**src/huffman_pkg.sv**
```systemverilog
package huffman_pkg;

	// ==================================================
	// sizes
	// ==================================================
	localparam int NUM_SYMBOLS = 6;
	localparam int COUNT_W     = 8;
	localparam int CODE_W      = 8;
	localparam int DATA_W      = 8;                     // gray_data width
	localparam int IDX_W       = $clog2(NUM_SYMBOLS);   // slot index width

	localparam logic [DATA_W-1:0] SYM_FIRST = 8'd1;     // value of symbol 1

	// ==================================================
	// shared types
	// ==================================================
	typedef logic [NUM_SYMBOLS-1:0] sym_mask_t;         // bit k is symbol k+1
	typedef logic [COUNT_W-1:0] count_t;
	typedef count_t [NUM_SYMBOLS-1:0] count_bank_t;

	typedef struct packed {
		count_t    count;
		sym_mask_t members;                             // symbols under this node
	} tree_entry_t;

	typedef struct packed {
		logic      strobe;
		sym_mask_t one_mask;                            // smallest entry, gets bit 1
		sym_mask_t zero_mask;                           // second smallest, gets bit 0
	} merge_event_t;

	typedef struct packed {
		logic [CODE_W-1:0] code;
		logic [CODE_W-1:0] mask;
	} code_word_t;

	typedef code_word_t [NUM_SYMBOLS-1:0] code_bank_t;

	typedef enum logic [2:0] {
		phase_idle,
		phase_receive,
		phase_count_out,
		phase_merge,
		phase_done
	} phase_t;

endpackage

```
**src/code_builder.sv**
```systemverilog
`timescale 1ns/1ns

module code_builder import huffman_pkg::*; (
	input  logic         clk,
	input  logic         reset,
	input  phase_t       phase,
	input  merge_event_t merge,
	output code_bank_t   code,
	output logic         code_valid
);

	logic [NUM_SYMBOLS-1:0][CODE_W-1:0] bit_pos;        // one-hot slot for next bit

	// mask is right aligned ones, so the next bit sits at its lowest zero
	always_comb begin
		for (int k = 0; k < NUM_SYMBOLS; k++) begin
			bit_pos[k] = ~code[k].mask & (code[k].mask + 1'b1);
		end
	end

	// ==================================================
	// code bit accumulation
	// ==================================================
	always_ff @(posedge clk) begin
		if (reset) begin
			code <= '0;
		end else if (merge.strobe) begin
			for (int k = 0; k < NUM_SYMBOLS; k++) begin
				if (merge.one_mask[k]) begin
					code[k].code <= code[k].code | bit_pos[k];
					code[k].mask <= code[k].mask | bit_pos[k];
				end else if (merge.zero_mask[k]) begin
					code[k].mask <= code[k].mask | bit_pos[k];   // code bit stays 0
				end
			end
		end
	end

	// a merge cycle without strobe is the last one before done
	always_ff @(posedge clk) begin
		if (reset) begin
			code_valid <= 1'b0;
		end else if (phase == phase_merge && !merge.strobe) begin
			code_valid <= 1'b1;
		end
	end

endmodule

```
**src/huffman.sv**
```systemverilog
`timescale 1ns/1ns

module huffman import huffman_pkg::*; (
	input  logic              clk,
	input  logic              reset,
	input  logic              gray_valid,
	input  logic [DATA_W-1:0] gray_data,
	output logic              cnt_valid,
	output count_bank_t       counts,
	output logic              code_valid,
	output code_bank_t        code
);

	phase_t       phase;
	logic         sort_done;
	merge_event_t merge;

	// ==================================================
	// count, merge, build chain
	// ==================================================
	huffman_sequencer huffman_sequencer_inst (
		.clk        (clk),
		.reset      (reset),
		.gray_valid (gray_valid),
		.sort_done  (sort_done),
		.phase      (phase),
		.cnt_valid  (cnt_valid)
	);

	symbol_histogram symbol_histogram_inst (
		.clk        (clk),
		.reset      (reset),
		.phase      (phase),
		.gray_valid (gray_valid),
		.gray_data  (gray_data),
		.counts     (counts)
	);

	merge_sorter merge_sorter_inst (
		.clk        (clk),
		.reset      (reset),
		.phase      (phase),
		.counts     (counts),
		.merge      (merge),
		.sort_done  (sort_done)
	);

	code_builder code_builder_inst (
		.clk        (clk),
		.reset      (reset),
		.phase      (phase),
		.merge      (merge),
		.code       (code),
		.code_valid (code_valid)
	);

endmodule

```
**src/huffman_sequencer.sv**
```systemverilog
`timescale 1ns/1ns

module huffman_sequencer import huffman_pkg::*; (
	input  logic   clk,
	input  logic   reset,
	input  logic   gray_valid,
	input  logic   sort_done,
	output phase_t phase,
	output logic   cnt_valid
);

	phase_t phase_next;

	// ==================================================
	// phase transitions
	// ==================================================
	always_comb begin
		phase_next = phase;
		case (phase)
			phase_idle: begin
				if (gray_valid) begin
					phase_next = phase_receive;            // first sample seen
				end
			end
			phase_receive: begin
				if (!gray_valid) begin
					phase_next = phase_count_out;          // stream ended
				end
			end
			phase_count_out: begin
				phase_next = phase_merge;                 // single cycle
			end
			phase_merge: begin
				if (sort_done) begin
					phase_next = phase_done;
				end
			end
			phase_done: begin
				phase_next = phase_done;                  // held until reset
			end
			default: begin
				phase_next = phase_idle;
			end
		endcase
	end

	always_ff @(posedge clk) begin
		if (reset) begin
			phase <= phase_idle;
		end else begin
			phase <= phase_next;
		end
	end

	assign cnt_valid = (phase == phase_count_out);      // one cycle pulse

endmodule

```
**src/merge_sorter.sv**
```systemverilog
`timescale 1ns/1ns

module merge_sorter import huffman_pkg::*; (
	input  logic         clk,
	input  logic         reset,
	input  phase_t       phase,
	input  count_bank_t  counts,
	output merge_event_t merge,
	output logic         sort_done
);

	tree_entry_t [NUM_SYMBOLS-1:0] entry;               // live tree nodes

	logic             s_found;
	logic             t_found;
	logic [IDX_W-1:0] s_idx;                            // smallest slot
	logic [IDX_W-1:0] t_idx;                            // second smallest slot
	logic             do_merge;
	tree_entry_t      merged;

	// lower count wins, equal counts go to the lower member mask
	function automatic logic is_smaller(tree_entry_t a, tree_entry_t b);
		return (a.count < b.count) || (a.count == b.count && a.members < b.members);
	endfunction

	// ==================================================
	// smallest pair search
	// ==================================================
	always_comb begin
		s_found = 1'b0;
		t_found = 1'b0;
		s_idx   = '0;
		t_idx   = '0;
		for (int k = 0; k < NUM_SYMBOLS; k++) begin
			if (entry[k].count != '0) begin                // empty slots never take part
				if (!s_found || is_smaller(entry[k], entry[s_idx])) begin
					t_found = s_found;                       // old smallest moves down
					t_idx   = s_idx;
					s_found = 1'b1;
					s_idx   = IDX_W'(k);
				end else if (!t_found || is_smaller(entry[k], entry[t_idx])) begin
					t_found = 1'b1;
					t_idx   = IDX_W'(k);
				end
			end
		end
	end

	assign do_merge  = (phase == phase_merge) && t_found;
	assign sort_done = (phase == phase_merge) && !t_found;   // one node left

	always_comb begin
		merged.count   = entry[s_idx].count + entry[t_idx].count;
		merged.members = entry[s_idx].members | entry[t_idx].members;
	end

	always_comb begin
		merge.strobe    = do_merge;
		merge.one_mask  = do_merge ? entry[s_idx].members : '0;
		merge.zero_mask = do_merge ? entry[t_idx].members : '0;
	end

	// ==================================================
	// entry storage
	// ==================================================
	always_ff @(posedge clk) begin
		if (reset) begin
			entry <= '0;
		end else if (phase == phase_count_out) begin
			for (int k = 0; k < NUM_SYMBOLS; k++) begin
				entry[k].count   <= counts[k];
				entry[k].members <= (counts[k] != '0) ? sym_mask_t'(1 << k) : '0;
			end
		end else if (do_merge) begin
			entry[s_idx] <= merged;                      // parent takes the smaller slot
			entry[t_idx] <= '0;
		end
	end

endmodule

```
**src/symbol_histogram.sv**
```systemverilog
`timescale 1ns/1ns

module symbol_histogram import huffman_pkg::*; (
	input  logic              clk,
	input  logic              reset,
	input  phase_t            phase,
	input  logic              gray_valid,
	input  logic [DATA_W-1:0] gray_data,
	output count_bank_t       counts
);

	logic      take;                                    // sample accepted this cycle
	sym_mask_t hit;                                     // decoded symbol

	assign take = gray_valid && (phase == phase_idle || phase == phase_receive);

	// ==================================================
	// symbol decode
	// ==================================================
	always_comb begin
		for (int k = 0; k < NUM_SYMBOLS; k++) begin
			hit[k] = take && (gray_data == SYM_FIRST + DATA_W'(k));
		end
	end

	// out of range values hit nothing
	always_ff @(posedge clk) begin
		if (reset) begin
			counts <= '0;
		end else begin
			for (int k = 0; k < NUM_SYMBOLS; k++) begin
				if (hit[k]) begin
					counts[k] <= counts[k] + 1'b1;
				end
			end
		end
	end

endmodule

```
**config.mk**
```make
export PLATFORM = sky130hd
export DESIGN_NAME = huffman
export DESIGN_NICKNAME = d
export VERILOG_FILES = /design/src/huffman_pkg.sv /design/src/code_builder.sv /design/src/huffman.sv /design/src/huffman_sequencer.sv /design/src/merge_sorter.sv /design/src/symbol_histogram.sv
export SDC_FILE = /design/constraint.sdc
export NUM_CORES = 1
export LEC_CHECK = 0
export BUFFER_PORTS_ARGS = -buffer_cell sky130_fd_sc_hd__buf_4
export CAP_MARGIN = 20
export CORE_MARGIN = 2
export CORE_UTILIZATION = 61
export DETAILED_ROUTE_END_ITERATION = 10
export GPL_TIMING_DRIVEN = 0
export HOLD_SLACK_MARGIN = 0.03
export PLACE_DENSITY = 0.81
export RECOVER_POWER = 50
export SLEW_MARGIN = 20
export SYNTH_ARGS = -nofsm -noshare
export SYNTH_HDL_FRONTEND = slang
export SYNTH_SLANG_ARGS = --single-unit
```
**constraint.sdc**
```tcl
create_clock -name clk -period 18.6 [get_ports clk]
set_clock_uncertainty 0.1 [all_clocks]
set_input_delay 3.72 -clock clk [delete_from_list [all_inputs] [get_ports clk]]
set_output_delay 3.72 -clock clk [all_outputs]
set_load 0.02 [all_outputs]
```
---- Yosys cells after proc, flatten, opt, wreduce, memory -nomap -nowiden ----
Cells that the tools add are included.
cells by class
  reductions and logical operators ........ 84
  order comparisons ....................... 30
  eq/ne operators ......................... 22
  bitwise operators ....................... 27
  add/sub/neg operators ................... 13
  mux-type cells .......................... 98
operators by type and width
  operator                                                                      number
  14-bit binary-select mux with 3-bit select                                    10
  14-bit 2-to-1 mux                                                             12
  84-bit 2-to-1 mux                                                             2
  8-bit by 1-bit adder with 8-bit output, second input constant                 12
  8-bit 2-to-1 mux                                                              12
  8-bit bitwise OR                                                              12
  8-bit nonzero test                                                            12
  84-bit AND                                                                    1
  84-bit bitwise mux                                                            1
  14-bit demux with 3-bit select                                                2
  84-bit NOT                                                                    1
  3-bit 2-to-1 mux                                                              26
  8-bit == test                                                                 9
  8-bit less-than comparator                                                    9
  6-bit less-than comparator                                                    9
  8-bit AND                                                                     6
  8-bit NOT                                                                     6
  3-bit by 4-bit less-than comparator with 1-bit output, second input constant  10
  1-bit 2-to-1 mux                                                              26
  8-bit by 3-bit == test with 1-bit output, second input constant               3
  2-bit AND reduction                                                           12
  1-bit logical AND                                                             21
  1-bit logical OR                                                              19
  6-bit 2-to-1 mux                                                              3
  17 further kinds                                                              38
storage, ports and cells
  logic and storage cells ................. 306
  bits in registers ....................... 232
  input port bits ......................... 11
  output and inout bits ................... 146

---- Depth between registers and ports, before layout ----
Gate-level depths: netlist of the first run.
  depth after elaboration ................. 50
  mapped depth ............................ 85
  depth with buffers taken out ............ 75

---- Hierarchy ----
From an unflattened synthesis of the first run, not the netlist that was laid out.
second synthesis, totals
  cell total of the unflattened synthesis .. 2244
  area total of the unflattened synthesis .. 17239.0 um2
by module, submodules not included
  module             sequential area each (um2)  area an instance (um2)  cells an instance  instances
  merge_sorter       1681.6                      11358.4                 1599               1
  code_builder       1941.9                      3478.3                  369                1
  symbol_histogram   960.9                       2267.2                  263                1
  huffman_sequencer  60.1                        135.1                   13                 1

---- Least setup slack after synthesis of the first run ----
No wires, ideal clock.
  path type ............................... register -> register
  start point ............................. register merge_sorter_inst.entry[12] (netlist bit)
  end point ............................... register merge_sorter_inst.entry[13] (netlist bit)
  cell stages (with the launch flop) ...... 79
  clock period less this slack ............ 15392 ps
  library setup time ...................... 132 ps
  arrival ................................. 15160 ps
  required time ........................... 18368 ps
  buffers on the path ..................... 9
  setup slack ............................. 3208 ps
  cell sequence ........................... dfxtp_1 > buf_2 > inv_1 > ha_1 > nand4_1 > nor4b_1 > o221ai_1 > a21oi_2 > clkbuf_1 > nand2_1 > a21boi_0 > ha_1 > nand3_1 > o2111ai_1 > or3_1 > a221oi_1 > a211o_1 > clkbuf_1 > [... 43 more ...] > a31o_1 > o31a_1 > buf_2 > nand2_2 > clkbuf_1 > o221ai_1 > a221oi_1 > ha_1 > a21o_1 > a21oi_1 > o21bai_1 > a21oi_1 > o21bai_1 > a21oi_1 > xor2_1 > nand4_1 > a32oi_1 > a21oi_1
between the ends
  longest elaborated chain between the ends .. 50
  elaborated cells between the ends (all ways) .. 148
  those cells by class .................... add/sub (1); order compare (21); eq/ne (9); mux (74); bitwise (2); reduce/logical (41)
ends and longest elaborated chain
  what                                                                 line                RTL
  start: declaration                                                   merge_sorter.sv:12  tree_entry_t [NUM_SYMBOLS-1:0] entry;
  start signal: indexed assignment                                     merge_sorter.sv:75  entry[s_idx] <= merged;
  branches (longest 50 deep; another with 8-bit less-than comparator)  -
Several ways; the timed one is not identified. The select of a mux whose other input is x is not followed.
A chain may end at the register's enable or synchronous reset.

---- Worst setup path in the final report of the first run ----
  start point ............................. register merge_sorter_inst.entry[20] (netlist bit)
  end point ............................... register merge_sorter_inst.entry[13] (netlist bit)
between the ends
  longest elaborated chain between the ends .. 50
  elaborated cells between the ends (all ways) .. 146
  those cells by class .................... add/sub (1); order compare (21); eq/ne (9); mux (73); bitwise (2); reduce/logical (40)
ends and longest elaborated chain
  what
  branches (longest 50 deep; another with 8-bit less-than comparator)
Several ways; the timed one is not identified. The select of a mux whose other input is x is not followed.

==> results of run 1 <==
cell usage after synthesis, types with 6 or more instances:
cell	count	area (um^2)
o221ai_1	27	236
o2111ai_1	9	78.8
nand4_1	12	75.1
o32ai_2	9	146
a21o_1	26	195
o21a_1	24	180
a221oi_1	11	96.3
nor4b_1	7	61.3
nand2b_1	9	56.3
mux2i_1	57	571
nand2_1	298	1120
or3_1	29	181
nand4b_1	10	87.6
ha_1	136	1700
buf_2	26	130
clkbuf_1	103	387
a2111oi_0	7	61.3
or2_2	8	50.1
xor2_1	29	254
a22oi_1	7	52.6
inv_1	125	469
a21oi_1	182	911
nor2_1	265	995
and3_1	21	131
nor4_1	19	119
o21ai_1	13	65.1
dfxtp_1	232	4640
nor3_1	42	210
xnor2_1	19	166
a31oi_1	61	382
buf_1	8	30.0
o211ai_1	20	150
and2_1	13	81.3
mux2_2	29	327
o32ai_1	45	394
and4_1	6	52.6
nand3_1	99	495
a211oi_1	23	173
o21ai_0	97	485
o21bai_1	7	52.6
nor2b_1	12	75.1
o22ai_1	25	156
kinds of logic (layout without fill, tap and decap cells):
| logic type | count (synthesis) | in the layout | share of synthesized area (%) |
|---|---|---|---|
| AO/OA/AOI/OAI | 673 | 673 | 26.5 |
| XOR/XNOR | 48 | 48 | 2.41 |
| adder cells (fa/ha/maj) | 138 | 138 | 9.95 |
| buffers and inverters | 276 | 484 | 6.45 |
| flip-flops | 232 | 232 | 26.7 |
| multiplexers | 86 | 86 | 5.15 |
| AND/OR/NAND/NOR | 873 | 873 | 22.9 |
layer usage:
layer  up-vias  share of wire, %  GRT usage [%]
met4         2               8.6           35.5
met2      1718                42           73.5
met3       451                14           14.3
met5         -             0.017              0
li1       8851                 -              -
met1      9488                35           58.2
state kept, by name (all words and copies together), names as in the netlist:
register,flops
code_builder_inst.code,96
code_builder_inst.code_valid,1
huffman_sequencer_inst.phase,3
merge_sorter_inst.entry,84
symbol_histogram_inst.counts,48
what timing repair did:
action	CTS	global route
buffers inserted	2	8
endpoints found under the hold margin	0	0
gates resized for setup	36	56
endpoints found under the setup margin	123	40
pin swaps	2	7
critical path: cells and delay by family (launching register included):
family | cells | cell delay [ns]
compound gates | 39 | 8.72
simple gates | 20 | 3.96
buf+inv | 9 | 2.10
fa+ha+maj | 6 | 1.83
flops | 1 | 0.63
mux | 1 | 0.28
xor+xnor | 1 | 0.24
area by class of cell:
class	count	area [um^2]
inverters	128	483
clock inverters	13	148
clock buffers	31	678
multi-input cells	1818	11900
well taps	378	473
fillers	2425	8250
repair buffers	166	698
plain buffers	146	683
flip-flops and latches	232	4650
power groups by stage:
stage                     combinational [uW]  sequential, uW  clock (uW)
after floorplan                         15.0             509           0
after global placement                  25.6             509           0
after detailed placement                26.3             509           0
after CTS                               26.5             498         506
after global routing                    28.8             498         528
final                                   28.0             498         514
worst paths after layout:
| path | startpoint | end | cells after the start |
|---|---|---|---|
| setup / recovery | merge_sorter_inst.entry[20] | merge_sorter_inst.entry[13] | 76 |
| setup reg to reg | merge_sorter_inst.entry[20] | merge_sorter_inst.entry[13] | 76 |
| hold / removal | code_builder_inst.code[62] | code_builder_inst.code[62] | 2 |
| hold reg to reg | code_builder_inst.code[62] | code_builder_inst.code[62] | 2 |
through the flow:
| stage | setup slack (ns) | total power, uW | std cells | instance area, um^2 |
|---|---|---|---|---|
| floorplan | 3.21 | 524 | 2326 | 17400 |
| global placement | -2.85 | 535 | 2860 | 19100 |
| detailed placement | -2.57 | 536 | 2860 | 19100 |
| CTS | 0.00458 | 1030 | 2904 | 20000 |
| global route | -0.0981 | 1050 | 2912 | 19700 |
| finish | 0.521 | 1040 | 2912 | 19700 |
==> summary.md, run 1 <==
| Metric | Value |
|---|---|
| Synth Register Bits | `232` |
| P per Cell Area | `52.8 nW/um^2` |
| Port-buffer cells | `156` |
| Fin util | `70.5%` |
| Vias/cell | `7.04` |
| Setup crit end kind | `flip-flop` |
| Slowest CP cell | `dfxtp_1` |
| Drt wl/cell | `26.0 um` |
| Main flop type after synthesis | `dfxtp_1` |
| CP Class | `reg -> reg` |
| Grt ovf | `0` |
| FP Rows | `61` |
| Commonest non-fill, non-tap cell in the layout | `nand2_1` |
| Hold Crit Class | `reg -> reg` |
| Pre-antenna DRT Iters | `10` |
| Number of antenna violations at the first check in global routing | `4` |
| Slew headroom | `22.9%` |
| Max-slew violations | `0` |
| Post-layout min period | `18.08 ns` |
| CP dominant cell by count | `a21oi_1` |
| Required @ worst endpoint | `18.87 ns` |
| Max incr delay on CP | `0.63 ns` |
| Die W | `173 um` |
| Cell area after synthesis | `17400 um^2` |
| P_int | `793 uW` |
| Peak supply drop | `69.4 uV` |
| Clock tree from TritonCTS | `done` |
| Initial DRC Count | `3010` |
| Final Cycle Share | `97.2%` |
| Layout cells sized above 1 | `9.27%` |
| Clock Power Share | `49.4%` |
| Post-route DRC | `0` |
| Die Y | `173 um` |
| EDFF count, synth | `0` |
| Number of antenna diodes | `0` |
| Die ar. | `29900 um^2` |
| I/O pin count | `157` |
| Cells after synthesis | `2326` |
| CTS Buf Count | `24` |
| Worst Path Arrival | `18.35 ns` |
| GRT Total Usage | `48.4%` |
| Fraction of registers with async set or reset after synthesis | `0%` |
| Final #Nets | `2664` |
| FMAX | `55.3 MHz` |
| Via count | `20510` |
| Status | `completed` |
| Largest net degree at the start of global routing | `16` |
| First-pass GRT wire length | `114000 um` |
| Dpl hpwl | `56500 um` |
| NetSw | `247 uW` |
| Clock sinks | `232` |
| CTS Hold Bufs | `0` |
| Setup Viol. Count Final | `0` |
| Crit-path max FO | `10` |
| Post-synth net total | `2474` |
| Htree depth | `1` |
| Total Wirelength | `75600 um` |
| Syn_area_per_cell | `7.49 um^2` |
| Area growth syn-to-layout | `13.0%` |
| Most frequent cells in the layout | `nand2_1 (297), nor2_1 (261), dfxtp_1 (230)` |
| Vias in the first global route | `19588` |
| CTS Buffer Depth | `3` |
| Routability congestion estimate from global placement | `1.12` |
| Switching Fraction | `23.7%` |
| ANT nets after route | `0` |
| Hold Vio Cnt, Final | `0` |
| Worst Tran Pin Value | `1.16 ns` |
| Yosys Warn Count | `0` |
| Crit path launch type | `flip-flop` |
| Initial cell density of the core | `62.4%` |
| Worst reg-to-reg setup slack | `0.52 ns` |
| Hold Slack | `0.346 ns` |
| Sequential cell area fraction in the yosys report | `26.7%` |
| Core Area | `27900 um^2` |
| Leakage power | `0.00732 uW` |
| Root Buffer | `clkbuf_16` |
| Worst skew pair latency | `0.55 ns` |
| Flop pwr share | `47.9%` |
| TNS Setup | `0 ns` |
| Combinational Power Share | `2.7%` |
| Maximum capacitance violations | `0` |
| Clock Pin Slew Worst Setup and Hold Paths | `0.07 ns` |
| Netlist cell types | `99` |
Power figures use the tool's default switching activity.
==> run 2, diff against run 1 <==
==> constraint.sdc (replaced) <==
create_clock -name clk -period 19.09 [get_ports clk]
set_clock_uncertainty 0.1 [all_clocks]
set_input_delay 3.818 -clock clk [delete_from_list [all_inputs] [get_ports clk]]
set_output_delay 3.818 -clock clk [all_outputs]
set_load 0.02 [all_outputs]
==> run 2 against run 1 <==
Net effect: fmax fell by 2.7%; highest routed layer unchanged; total power fell by 2.5%; clock power fell by 3%; count of clock-buffer cells in the layout did not move; largest power group unchanged; die area did not move.
==> summary.md, run 2 (same netlist as run 1, synthesis figures left out) <==
| Metric | Value |
|---|---|
| Status | `completed (unchanged)` |
| FMAX | `53.8 MHz (was 55.3 MHz)` |
| Worst path top cell family by delay | `compound AO/OA/AOI/OAI gates (unchanged)` |
| Clock sinks | `232 (unchanged)` |
| Core Area | `27900 um^2 (unchanged)` |
| Hold Crit Class | `reg -> reg (unchanged)` |
| Vias in the first global route | `19580 (was 19588)` |
| First-pass GRT wire length | `114000 um (about the same)` |
| CTS Buffer Depth | `3 (unchanged)` |
| Post-route DRC | `0 (unchanged)` |
| Max-slew violations | `0 (unchanged)` |
| CP Class | `reg -> reg (unchanged)` |
| I/O pin count | `157 (unchanged)` |
| Port-buffer cells | `156 (unchanged)` |
| Placed Instances | `2860 (unchanged)` |
| Crit path launch type | `flip-flop (unchanged)` |
| Dpl hpwl | `56500 um (unchanged)` |
| Peak supply drop | `67.8 uV (was 69.4 uV)` |
| Area growth syn-to-layout | `12.7% (was 13.0%)` |
| Max incr delay on CP | `0.68 ns (was 0.63 ns)` |
| CP dominant cell by count | `o21a_1 (was a21oi_1)` |
| Worst skew pair latency | `0.55 ns (about the same)` |
| Grt ovf | `0 (unchanged)` |
| Clock tree from TritonCTS | `done (unchanged)` |
| Vias/cell | `7.04 (about the same)` |
| Drt wl/cell | `26.0 um (about the same)` |
| Worst Path Arrival | `18.85 ns (was 18.35 ns)` |
| P per Cell Area | `51.7 nW/um^2 (was 52.8 nW/um^2)` |
| Routability congestion estimate from global placement | `1.12 (unchanged)` |
| Worst path bufs/invs | `12 (was 9)` |
| ANT nets after route | `0 (unchanged)` |
| Max reg flops | `96 (unchanged)` |
| Layout cells sized above 1 | `8.89% (was 9.27%)` |
| Htree depth | `1 (unchanged)` |
| Number of antenna diodes | `0 (unchanged)` |
| Required @ worst endpoint | `19.36 ns (was 18.87 ns)` |
| Largest net degree at the start of global routing | `16 (unchanged)` |
| Leakage power | `0.00728 uW (was 0.00732 uW)` |
| Commonest non-fill, non-tap cell in the layout | `nand2_1 (unchanged)` |
| Hold Vio Cnt, Final | `0 (unchanged)` |
| Die Y | `173 um (unchanged)` |
| Filler instances | `2424 (was 2425)` |
| Die W | `173 um (unchanged)` |
| Largest regs | `code_builder_inst.code x96, merge_sorter_inst.entry x84, symbol_histogram_inst.counts x48 (unchanged)` |
| Setup Viol. Count Final | `0 (unchanged)` |
| Worst Tran Pin Value | `1.15 ns (was 1.16 ns)` |
| Final cell count without fillers | `2908 (was 2912)` |
| Via count | `20470 (was 20510)` |
| Slew headroom | `23.2% (was 22.9%)` |
| Final Cycle Share | `97.3% (was 97.2%)` |
| Initial DRC Count | `3119 (was 3010)` |
| Clock Pin Slew Worst Setup and Hold Paths | `0.07 ns (about the same)` |
| TNS Setup | `0 ns (unchanged)` |
| Root Buffer | `clkbuf_16 (unchanged)` |
| Post-layout min period | `18.58 ns (was 18.08 ns)` |
| Setup crit end kind | `flip-flop (unchanged)` |
| Maximum capacitance violations | `0 (unchanged)` |
| Most frequent cells in the layout | `nand2_1 (298), nor2_1 (262), clkbuf_1 (232) (was nand2_1 (297), nor2_1 (261), dfxtp_1 (230))` |
| CTS Buf Count | `24 (unchanged)` |
| Pre-antenna DRT Iters | `7 (was 10)` |
| Die ar. | `29900 um^2 (unchanged)` |
| Slowest CP cell | `o21ai_0 (was dfxtp_1)` |
| Number of antenna violations at the first check in global routing | `4 (unchanged)` |
| FP Rows | `61 (unchanged)` |
| Initial cell density of the core | `62.4% (unchanged)` |
| Largest Register | `code_builder_inst.code (unchanged)` |
| GRT Total Usage | `48.4% (about the same)` |
| Crit-path max FO | `10 (unchanged)` |
| Total Wirelength | `75600 um (about the same)` |
| Final #Nets | `2660 (was 2664)` |
run 2: cell types whose count changed in the layout (fill, tap and decap cells not counted), moves of 3 or more:
cell	change
clkbuf_1	+3
buf_4	-5
mux2i_1	+3
o21ai_0	+3
o21ai_1	-3
mux2i_2	-3
run 2: worst paths after layout:
| path | start | endpoint | slack (ns) | depth (start not counted) |
|---|---|---|---|---|
| setup reg to reg | merge_sorter_inst.entry[13] | merge_sorter_inst.entry[13] | 0.51 | 75 |
| hold reg to reg | code_builder_inst.code[62] | code_builder_inst.code[62] | 0.35 | 2 |
| setup / recovery | merge_sorter_inst.entry[13] | merge_sorter_inst.entry[13] | 0.51 | 75 |
| hold / removal | code_builder_inst.code[62] | code_builder_inst.code[62] | 0.35 | 2 |
run 2: layout make-up:
| class | instances | area (um^2) | share of cell area, % |
|---|---|---|---|
| inverter | 128 | 483 | 2.46 |
| buffer | 146 | 672 | 3.42 |
| clock buffer | 31 | 678 | 3.46 |
| timing repair buffer | 162 | 668 | 3.40 |
| multi-input combinational | 1818 | 11900 | 60.4 |
| clock inverter | 13 | 148 | 0.752 |
| tap | 378 | 473 | 2.41 |
| sequential | 232 | 4650 | 23.7 |
run 2: layer usage:
| metal | wire (um) | global-route usage [%] |
|---|---|---|
| met1 | 26500 | 58.3 |
| met4 | 6700 | 34.9 |
| met2 | 31800 | 73.6 |
| met3 | 10600 | 14.4 |
| met5 | 27 | 0 |
run 2: per-stage QoR:
stage | util (%) | power, uW | hold WS (ns) | cell area (um^2) | setup slack [ns]
5_1_grt | 70.2 | 1030 | 0.368 | 19600 | -0.0486
6_report | 70.2 | 1010 | 0.346 | 19600 | 0.515
3_3_place_gp | 68.2 | 521 | 0.337 | 19100 | -2.36
4_1_cts | 71.5 | 1000 | 0.348 | 20000 | 0.0381
3_5_place_dp | 68.2 | 522 | 0.340 | 19100 | -2.08
2_1_floorplan | - | 511 | 0.365 | 17400 | 3.70
run 2: repair_timing:
action                                  in CTS  in global routing
endpoints found under the setup margin      48                 42
pin swaps                                    0                  6
hold buffers                                 0                  0
resized for setup                           27                 49
buffers inserted                             0                  6
run 2: worst reg2reg max path: cells and delay by family (launching register included):
family          cells  cell delay, ns
compound gates     40            9.25
xor+xnor            1            0.24
fa+ha+maj           6            1.85
buf+inv            12            3.29
flops               1            0.47
mux                 2            0.58
simple gates       14            2.62
run 2: report_power, final:
| part | switching (uW) | internal [uW] |
|---|---|---|
| clock | 219 | 283 |
| combinational | 21.1 | 6.15 |
| sequential | 1.11 | 484 |
